<file path="src/include/mmio_config.svh">
`ifndef MMIO_CONFIG_SVH
`define MMIO_CONFIG_SVH

// I/O window and slot layout.
`define MMIO_IO_BASE    32'h8000_0000  // first byte of the I/O window.
`define MMIO_SLOT_SIZE  64             // bytes per slot, sixteen 32-bit registers.
`define MMIO_SLOT_COUNT 4              // slots 0 to 2 hold devices and slot 3 is empty.

// SPI timing.
`define SPI_CLK_DIV     4              // system clocks per sclk half period.

// GPIO block.
`define GPIO_WIDTH      8              // number of input pins and of output pins.

// read value for empty slots and for offsets that map to no register.
`define IO_UNMAPPED_RD  32'hFFFF_FFFF

`endif
</file>
<file path="src/mmio_pkg.sv">
`include "mmio_config.svh"

package mmio_pkg;

    typedef logic [31:0] word_t;  // one bus or register word.

    localparam int SLOT_W = $clog2(`MMIO_SLOT_COUNT);    // bits that pick a slot.
    localparam int OFF_W  = $clog2(`MMIO_SLOT_SIZE) - 2; // bits that pick a word in a slot.
    localparam int ZERO_W = 31 - SLOT_W - OFF_W - 2;     // bits that must be zero for I/O.

    typedef logic [SLOT_W-1:0] slot_t;     // slot index within the I/O window.
    typedef logic [OFF_W-1:0]  reg_off_t;  // register index within one slot.
    typedef logic [15:0]       led_t;      // value shown on the LED bank.

    // the I/O view of a bus address.
    typedef struct packed {
        logic              is_io_high;  // set for every address in the I/O window.
        logic [ZERO_W-1:0] zero_field;  // all zero inside the 256-byte window.
        slot_t             slot;        // selects one of the four devices.
        reg_off_t          offset;      // word offset that the device decodes.
        logic [1:0]        byte_lane;   // ignored, since accesses are whole words.
    } io_addr_t;

    // the decoder reads one address word both as memory and as I/O.
    typedef union packed {
        word_t    mem;  // the address as the memory port sees it.
        io_addr_t io;   // the address split into its I/O fields.
    } bus_addr_u;

endpackage

</file>
<file path="src/io_bus_if.sv">
interface io_bus_if;
    import mmio_pkg::*;

    logic     en;   // the slot is addressed in this cycle.
    logic     we;   // the access is a write.
    reg_off_t off;  // register index inside the slot.
    word_t    wd;   // write data from the processor.
    word_t    rd;   // read data, combinational from off.

    // the decoder drives the request and takes back the read data.
    modport master (
        output en,
        output we,
        output off,
        output wd,
        input  rd
    );

    // a device takes the request and returns its read data.
    modport slave (
        input  en,
        input  we,
        input  off,
        input  wd,
        output rd
    );

endinterface

</file>
<file path="src/mmio_subsystem.sv">
`include "mmio_config.svh"

module mmio_subsystem (
    input  logic                   clk,       // system clock.
    input  logic                   arst_n,    // asynchronous reset, active low.
    input  mmio_pkg::word_t        m_addr,    // processor data bus address.
    input  logic                   m_we,      // processor write enable.
    input  mmio_pkg::word_t        m_wd,      // processor write data.
    output mmio_pkg::word_t        m_rd,      // read data to the processor.
    output mmio_pkg::word_t        mem_addr,  // address to data memory.
    output logic                   mem_we,    // write enable to data memory.
    output mmio_pkg::word_t        mem_wd,    // write data to data memory.
    input  mmio_pkg::word_t        mem_rd,    // read data from data memory.
    output mmio_pkg::led_t         leds,      // LED bank.
    input  logic [`GPIO_WIDTH-1:0] gpio_in,   // GPIO input pins.
    output logic [`GPIO_WIDTH-1:0] gpio_out,  // GPIO output pins.
    output logic                   sclk,      // SPI clock.
    output logic                   mosi,      // SPI data out.
    input  logic                   miso,      // SPI data in.
    output logic                   cs_n       // SPI chip select.
);
    logic       spi_start;    // start pulse from the SPI registers.
    logic [7:0] spi_tx_byte;  // byte to send.
    logic       spi_busy;     // transfer in progress.
    logic       spi_rdy;      // transfer done.
    logic [7:0] spi_rx_byte;  // byte received.

    io_bus_if spi_bus ();   // slot 0.
    io_bus_if led_bus ();   // slot 1.
    io_bus_if gpio_bus ();  // slot 2.

    mmio_decoder u_mmio_decoder (
        .m_addr   (m_addr),
        .m_we     (m_we),
        .m_wd     (m_wd),
        .m_rd     (m_rd),
        .mem_addr (mem_addr),
        .mem_we   (mem_we),
        .mem_wd   (mem_wd),
        .mem_rd   (mem_rd),
        .slot0    (spi_bus.master),
        .slot1    (led_bus.master),
        .slot2    (gpio_bus.master)
    );

    spi_port_regs u_spi_port_regs (
        .clk     (clk),
        .arst_n  (arst_n),
        .bus     (spi_bus.slave),
        .start   (spi_start),
        .tx_byte (spi_tx_byte),
        .busy    (spi_busy),
        .rdy     (spi_rdy),
        .rx_byte (spi_rx_byte)
    );

    spi_master u_spi_master (
        .clk     (clk),
        .arst_n  (arst_n),
        .start   (spi_start),
        .tx_byte (spi_tx_byte),
        .busy    (spi_busy),
        .rdy     (spi_rdy),
        .rx_byte (spi_rx_byte),
        .sclk    (sclk),
        .mosi    (mosi),
        .miso    (miso),
        .cs_n    (cs_n)
    );

    led_port_regs u_led_port_regs (
        .clk    (clk),
        .arst_n (arst_n),
        .bus    (led_bus.slave),
        .leds   (leds)
    );

    gpio_port_regs u_gpio_port_regs (
        .clk      (clk),
        .arst_n   (arst_n),
        .bus      (gpio_bus.slave),
        .gpio_in  (gpio_in),
        .gpio_out (gpio_out)
    );

endmodule

</file>
<file path="src/gpio_port_regs.sv">
`include "mmio_config.svh"

module gpio_port_regs (
    input  logic                   clk,       // system clock.
    input  logic                   arst_n,    // asynchronous reset, active low.
    io_bus_if.slave                bus,       // access from the decoder, slot 2.
    input  logic [`GPIO_WIDTH-1:0] gpio_in,   // pins from outside, not aligned to clk.
    output logic [`GPIO_WIDTH-1:0] gpio_out   // pins driven from the output register.
);
    import mmio_pkg::*;

    localparam reg_off_t OFF_IN  = reg_off_t'(0);  // offset 0x00, synchronized inputs.
    localparam reg_off_t OFF_OUT = reg_off_t'(1);  // offset 0x04, output register.

    logic [`GPIO_WIDTH-1:0] sync_q1;  // first flop, may go metastable.
    logic [`GPIO_WIDTH-1:0] sync_q2;  // second flop, safe to read.
    logic                   wr_out;   // write to the output register in this cycle.

    assign wr_out = bus.en && bus.we && (bus.off == OFF_OUT);

    // an input change reaches the read path two clocks later.
    always_ff @(posedge clk or negedge arst_n) begin
        if (!arst_n) begin
            sync_q1 <= '0;
            sync_q2 <= '0;
        end else begin
            sync_q1 <= gpio_in;
            sync_q2 <= sync_q1;
        end
    end

    always_ff @(posedge clk or negedge arst_n) begin
        if (!arst_n) begin
            gpio_out <= '0;                             // outputs low after reset.
        end else if (wr_out) begin
            gpio_out <= bus.wd[`GPIO_WIDTH-1:0];        // pins change one cycle later.
        end
    end

    always_comb begin
        case (bus.off)
            OFF_IN:  bus.rd = word_t'(sync_q2);    // zero above the pin bits.
            OFF_OUT: bus.rd = word_t'(gpio_out);   // read-back of the output register.
            default: bus.rd = `IO_UNMAPPED_RD;
        endcase
    end

endmodule

</file>
<file path="src/led_port_regs.sv">
`include "mmio_config.svh"

module led_port_regs (
    input  logic            clk,     // system clock.
    input  logic            arst_n,  // asynchronous reset, active low.
    io_bus_if.slave         bus,     // access from the decoder, slot 1.
    output mmio_pkg::led_t  leds     // LED bank, driven straight from the register.
);
    import mmio_pkg::*;

    localparam reg_off_t OFF_LED = reg_off_t'(0);  // offset 0x00 is the only register.

    logic wr_led;  // write to the LED register in this cycle.

    assign wr_led = bus.en && bus.we && (bus.off == OFF_LED);

    always_ff @(posedge clk or negedge arst_n) begin
        if (!arst_n) begin
            leds <= '0;                       // all LEDs dark after reset.
        end else if (wr_led) begin
            leds <= bus.wd[15:0];             // upper half of the word is dropped.
        end
    end

    always_comb begin
        if (bus.off == OFF_LED) begin
            bus.rd = {16'b0, leds};           // read-back mirrors the register.
        end else begin
            bus.rd = `IO_UNMAPPED_RD;
        end
    end

endmodule

</file>
<file path="src/spi_master.sv">
`include "mmio_config.svh"

module spi_master (
    input  logic       clk,      // system clock.
    input  logic       arst_n,   // asynchronous reset, active low.
    input  logic       start,    // one-cycle request for a transfer.
    input  logic [7:0] tx_byte,  // byte to send, most significant bit first.
    output logic       busy,     // high for the whole transfer.
    output logic       rdy,      // set when a transfer completes, cleared by start.
    output logic [7:0] rx_byte,  // byte received in the last transfer.
    output logic       sclk,     // SPI clock, idle low in mode 0.
    output logic       mosi,     // serial data to the device.
    input  logic       miso,     // serial data from the device.
    output logic       cs_n      // chip select, active low.
);
    localparam int               DIV_W    = (`SPI_CLK_DIV > 1) ? $clog2(`SPI_CLK_DIV) : 1;
    localparam logic [DIV_W-1:0] DIV_LAST = DIV_W'(`SPI_CLK_DIV - 1);  // last count of a half.

    logic [DIV_W-1:0] div_cnt;   // clocks spent in the current sclk half period.
    logic [3:0]       edge_cnt;  // sclk edges so far, sixteen per byte.
    logic [7:0]       tx_shift;  // outgoing bits, the next one at the top.
    logic [7:0]       rx_shift;  // incoming bits, the newest one at the bottom.
    logic             tick;      // sclk toggles at this edge.
    logic             accept;    // a start request that is taken.

    assign tick   = busy && (div_cnt == DIV_LAST);
    assign accept = start && !busy;            // a start during a transfer is ignored.
    assign mosi   = !cs_n && tx_shift[7];      // held low while deselected.

    always_ff @(posedge clk or negedge arst_n) begin
        if (!arst_n) begin
            busy     <= 1'b0;
            rdy      <= 1'b0;
            cs_n     <= 1'b1;
            sclk     <= 1'b0;
            div_cnt  <= '0;
            edge_cnt <= '0;
        end else if (accept) begin
            busy     <= 1'b1;
            rdy      <= 1'b0;                  // the old result is no longer current.
            cs_n     <= 1'b0;                  // select falls one cycle after start.
            div_cnt  <= '0;
            edge_cnt <= '0;
        end else if (busy) begin
            div_cnt <= tick ? '0 : div_cnt + DIV_W'(1);
            if (tick) begin
                sclk     <= !sclk;
                edge_cnt <= edge_cnt + 4'd1;
                if (edge_cnt == 4'd15) begin   // the last falling edge ends the byte.
                    busy <= 1'b0;
                    cs_n <= 1'b1;
                    rdy  <= 1'b1;
                end
            end
        end
    end

    always_ff @(posedge clk) begin
        if (accept) begin
            tx_shift <= tx_byte;                        // bit 7 is on mosi before sclk rises.
        end else if (tick && !sclk) begin
            rx_shift <= {rx_shift[6:0], miso};          // rising edge samples the input.
        end else if (tick && sclk) begin
            tx_shift <= {tx_shift[6:0], 1'b0};          // falling edge moves to the next bit.
        end
    end

    always_ff @(posedge clk) begin
        if (tick && (edge_cnt == 4'd15)) begin
            rx_byte <= rx_shift;  // all eight bits are in after the last rising edge.
        end
    end

    sclk_idle_low: assert property (@(posedge clk) disable iff (!arst_n) cs_n |-> !sclk)
        else $error("sclk is high while the device is deselected.");

endmodule

</file>
<file path="src/spi_port_regs.sv">
`include "mmio_config.svh"

module spi_port_regs (
    input  logic       clk,      // system clock.
    input  logic       arst_n,   // asynchronous reset, active low.
    io_bus_if.slave    bus,      // access from the decoder, slot 0.
    output logic       start,    // one-cycle pulse that begins a transfer.
    output logic [7:0] tx_byte,  // byte to send, held while busy.
    input  logic       busy,     // a transfer is running.
    input  logic       rdy,      // the last transfer has finished.
    input  logic [7:0] rx_byte   // byte received by the last transfer.
);
    import mmio_pkg::*;

    localparam reg_off_t OFF_DATA  = reg_off_t'(0);  // offset 0x00, data register.
    localparam reg_off_t OFF_CTRL  = reg_off_t'(1);  // offset 0x04, control and status.
    localparam int       START_BIT = 2;              // control bit that starts a transfer.

    logic wr_data;  // write to the data register in this cycle.
    logic wr_ctrl;  // write to the control register in this cycle.

    assign wr_data = bus.en && bus.we && (bus.off == OFF_DATA);
    assign wr_ctrl = bus.en && bus.we && (bus.off == OFF_CTRL);

    // the shifter copies tx_byte at start, so it is frozen only while busy.
    always_ff @(posedge clk) begin
        if (wr_data && !busy) begin
            tx_byte <= bus.wd[7:0];  // only the low byte is sent.
        end
    end

    // a start request while busy is dropped here and again in the shifter.
    always_ff @(posedge clk or negedge arst_n) begin
        if (!arst_n) begin
            start <= 1'b0;
        end else begin
            start <= wr_ctrl && bus.wd[START_BIT] && !busy;  // high for one cycle.
        end
    end

    always_comb begin
        case (bus.off)
            OFF_DATA: bus.rd = {24'b0, rx_byte};     // received byte in bits 7..0.
            OFF_CTRL: bus.rd = {30'b0, busy, rdy};   // software polls bit 1.
            default:  bus.rd = `IO_UNMAPPED_RD;      // no register at this offset.
        endcase
    end

endmodule

</file>
<file path="src/mmio_decoder.sv">
`include "mmio_config.svh"

module mmio_decoder (
    input  mmio_pkg::word_t m_addr,    // address of the current bus access.
    input  logic            m_we,      // the current access is a write.
    input  mmio_pkg::word_t m_wd,      // write data of the current access.
    output mmio_pkg::word_t m_rd,      // read data back to the processor.
    output mmio_pkg::word_t mem_addr,  // memory address, zero during I/O.
    output logic            mem_we,    // memory write enable, low during I/O.
    output mmio_pkg::word_t mem_wd,    // memory write data.
    input  mmio_pkg::word_t mem_rd,    // memory read data.
    io_bus_if.master        slot0,     // SPI controller.
    io_bus_if.master        slot1,     // LED register.
    io_bus_if.master        slot2      // GPIO block.
);
    import mmio_pkg::*;

    localparam word_t IO_BASE = `MMIO_IO_BASE;  // start of the I/O window.

    bus_addr_u                   addr_u;   // m_addr seen through both views.
    logic                        is_io;    // the access falls in the I/O window.
    logic [`MMIO_SLOT_COUNT-1:0] slot_en;  // one-hot enable of the addressed slot.

    assign addr_u = m_addr;  // the memory view is the raw word.

    // high bit set and the zero field clear, which is exactly the base prefix.
    assign is_io = {addr_u.io.is_io_high, addr_u.io.zero_field} == IO_BASE[31 -: ZERO_W + 1];

    assign slot_en = is_io ? (`MMIO_SLOT_COUNT'(1) << addr_u.io.slot) : '0;  // none for memory.

    assign mem_addr = is_io ? '0 : addr_u.mem;  // memory never sees an I/O address.
    assign mem_we   = m_we && !is_io;           // an I/O write must not reach memory.
    assign mem_wd   = m_wd;                     // data is harmless while mem_we is low.

    assign slot0.en  = slot_en[0];
    assign slot0.we  = m_we;
    assign slot0.off = addr_u.io.offset;
    assign slot0.wd  = m_wd;

    assign slot1.en  = slot_en[1];
    assign slot1.we  = m_we;
    assign slot1.off = addr_u.io.offset;
    assign slot1.wd  = m_wd;

    assign slot2.en  = slot_en[2];
    assign slot2.we  = m_we;
    assign slot2.off = addr_u.io.offset;
    assign slot2.wd  = m_wd;

    always_comb begin
        if (slot_en[0]) begin
            m_rd = slot0.rd;
        end else if (slot_en[1]) begin
            m_rd = slot1.rd;
        end else if (slot_en[2]) begin
            m_rd = slot2.rd;
        end else if (slot_en[3]) begin
            m_rd = `IO_UNMAPPED_RD;  // slot 3 has no device behind it.
        end else begin
            m_rd = mem_rd;           // not an I/O access, so memory answers.
        end
    end

endmodule

</file>
<file path="config.mk">
export PLATFORM = sky130hd
export DESIGN_NAME = mmio_subsystem
export DESIGN_NICKNAME = d
export VERILOG_FILES = /design/src/mmio_pkg.sv /design/src/io_bus_if.sv /design/src/mmio_subsystem.sv /design/src/gpio_port_regs.sv /design/src/led_port_regs.sv /design/src/spi_master.sv /design/src/spi_port_regs.sv /design/src/mmio_decoder.sv
export VERILOG_INCLUDE_DIRS = /design/src /design/src/include
export SDC_FILE = /design/constraint.sdc
export NUM_CORES = 1
export LEC_CHECK = 0
export ABC_AREA = 1
export BUFFER_PORTS_ARGS = -buffer_cell sky130_fd_sc_hd__buf_2
export CAP_MARGIN = 20
export CORE_AREA = 2 2 155 157
export CTS_BUF_LIST = sky130_fd_sc_hd__clkbuf_8
export DETAILED_ROUTE_END_ITERATION = 6
export DIE_AREA = 0 0 157 159
export GPL_ROUTABILITY_DRIVEN = 1
export MAX_ROUTING_LAYER = met4
export PLACE_DENSITY = 0.53
export SYNTH_ARGS = -nofsm -noshare
export SYNTH_HDL_FRONTEND = slang
export SYNTH_HIERARCHICAL = 1
export SYNTH_SLANG_ARGS = --single-unit
</file>
<file path="constraint.sdc">
create_clock -name clk -period 2.2 [get_ports clk]
set_clock_uncertainty 0.05 [all_clocks]
set_input_delay 0.22 -clock clk [delete_from_list [all_inputs] [get_ports clk]]
set_output_delay 0.22 -clock clk [all_outputs]
set_load 0.02 [all_outputs]
</file>
==> flow_summary.yaml <==
run_status:
  status: "completed"
placed_design:
  portBuffers: 199
  place_inst: 1225
  place_congestion: 0.757
  dp_hpwl_mm: 14.7
min_path:
  min_from: "m_wd[15]"
  whs_endpoint: "u_led_port_regs/leds[15]"
  hp-class: "in -> reg"
  whs_path_depth: 3
clocking:
  cts_made_buffers: 9
  clkSlewWorstSetupHoldPaths_ns: 0.08
  cts-root-buf: "clkbuf_8"
  htreeDepth: 3
  cts_tree: "yes"
  cts.sinks: 83
  max-clock-path-buffers: 2
  clk_latency_ns: 0.35
sta:
  max_slew_margin_pct: 58.3
  hold_violations: 0
  max_freq_ghz: 0.495
  rsz0062_at_grt: "false"
  setup_viol: 0
  fin_crit_ns: 2.02
  worst_slew_pin_slew_ns: 0.626
  slew_viol_final: 0
  finalCritPeriodShare_pct: 91.9
floorplan:
  ios: 232
  fp.dieW_microns: 157
  fp.dieH_microns: 159
  start_util_pct: 27.6
  core-area_sq_um: 23200
  rows: 56
  die_area_sq_um: 25000
global_routing:
  grt_max_degree: 41
  antenna_found_initial: 0
  grt_pass1_vias: 5036
  grt.total_usage_pct: 15.8
  overflow: 0
  grt_pass1_wl_mm: 29.2
worst_setup_path:
  cp.required_ns: 1.93
  crit_path_max_fanout: 13
  worstReg2RegEnd: "u_spi_master/rx_byte[4]"
  timing.reg2reg.setup_slack_ns: 0.47
  r2r_start: "u_spi_master/div_cnt[0]"
  worstSetupStartpointType: "input pin"
  worstSetupPathType: "in -> out"
  cp-end-kind: "output pin"
  rr_worst_depth: 4
  worstPathArrival_ns: 1.75
detailed_routing:
  wire_per_inst_microns: 15.5
  first_iter_violations: 273
  drt_wl_total_mm: 19.4
  viasPerCell: 4.30
  drc: 0
  dr_total_vias: 5378
  ant_nets: 0
  drt_pass1_iterations: 7
cells_and_area:
  multi_input_area_sq_um: 2320
  n_antenna_cell: 0
  regArea_sq_um: 2240
  final.fill_count: 2542
  nets: 1037
  final_cells: 1251
  areaGrowthSynthToFinish_pct: 9.18
  drive_above_1_share_pct: 30.4
logic_synthesis:
  syn_nets: 992
  syn_inst: 882
  avgSynthCellArea_sq_um: 7.25
  netlist_area_sq_um: 6390
  ys.warnings.count: 6
power_and_ir_drop:
  total_power_uw: 3250
  p_leak_uw: 0.00390
  peakVddDrop_uv: 306
  powerDensity_nw_per_um2: 465
run:
  cap_violations: 0
==> stage by stage <==
step | setup WS, ns | TNS [ns] | cell area, sq um | util [%] | hold WS [ns]
6_report | 0.179 | 0 | 6980 | 30.1 | 0.0719
5_1_grt | 0.0115 | 0 | 6980 | 30.1 | 0.0555
4_1_cts | 0.0499 | 0 | 6970 | 30.0 | 0.0517
3_5_place_dp | -0.0662 | -0.570 | 6680 | 28.8 | 0.226
3_3_place_gp | -0.0617 | -0.660 | 6680 | 28.8 | 0.222
2_1_floorplan | 0.256 | 0 | 6390 | - | -0.126
==> critical path, stage by stage <==
cell	delay [ns]
buf_2	0.13
nor2_2	0.13
nand2_1	0.11
nor2_4	0.20
nand2_2	0.09
nor2_4	0.15
nand2_4	0.13
buf_12	0.17
nand2_1	0.06
nand3_1	0.08
nand2_1	0.10
buf_2	0.16
==> layout by cell type (no fill, tap or decap), drive strengths merged <==
master,n
nand2,244
buf,224
inv,127
nand3,91
nand4,65
dfrtp,50
nor2,45
edfxtp,32
or2,16
dlygate4sd3,10
clkbuf,9
clkinv,4
clkinvlp,2
a21oi,2
ha,2
o21ai,2
bufinv,1
a22o,1
nor3,1
o22a,1
xnor2,1
dfstp,1
nand3b,1
==> what timing repair did <==
| action | in CTS | in global routing |
|---|---|---|
| buffers inserted | 0 | 0 |
| resized for setup | 2 | 3 |
| hold buffers | 10 | 0 |
| pin swaps | 0 | 0 |
| hold endpoints to repair | 33 | 0 |
| setup endpoints to repair | 20 | 10 |
==> power by group <==
| part | total, uW | internal [uW] | leakage (uW) | switching, uW |
|---|---|---|---|---|
| clock | 1060 | 511 | 0.0000953 | 554 |
| sequential | 1620 | 1610 | 0.000933 | 4.01 |
| combinational | 567 | 194 | 0.00287 | 373 |
| total | 3250 | 2320 | 0.00390 | 931 |
==> per-layer routing <==
layer	up-vias	global-route usage [%]	wire length (microns)
li1	2700	-	-
met3	20	2.75	936
met5	-	-	0
met1	2484	19.6	8650
met2	174	26.9	9530
met4	0	3.54	238
==> how the worst max path moves through the flow <==
stage / slack (ns) / cells after the start / startpoint / endpoint
floorplan: 0.26 / 8 / m_addr[24] / u_spi_port_regs/tx_byte[0]
global placement: -0.06 / 11 / m_addr[25] / m_rd[3]
detailed placement: -0.07 / 12 / m_addr[25] / m_rd[5]
CTS: 0.05 / 12 / m_addr[25] / m_rd[5]
global route: 0.01 / 12 / m_addr[25] / m_rd[3]
finish: 0.18 / 12 / m_addr[25] / m_rd[5]
==> layout make-up <==
type                       count  area share [%]
multi-input combinational    472            33.3
sequential                    83            32.1
timing repair buffer         234            19.5
inverter                     127            6.85
tap                          319            5.72
clock buffer                   9            1.77
clock inverter                 7           0.878
==> sequential cells by signal, indices dropped and copies added, names as in the netlist <==
register	count
u_gpio_port_regs/gpio_out	8
u_spi_master/busy	1
u_spi_master/rdy	1
u_spi_master/cs_n	1
u_led_port_regs/leds	16
u_spi_master/rx_byte	8
u_spi_master/edge_cnt	4
u_spi_port_regs/tx_byte	8
u_spi_master/div_cnt	2
u_spi_port_regs/start	1
u_spi_master/rx_shift	8
u_spi_master/sclk	1
u_gpio_port_regs/sync_q1	8
u_spi_master/tx_shift	8
u_gpio_port_regs/sync_q2	8
(Power assumes the default switching activity.)
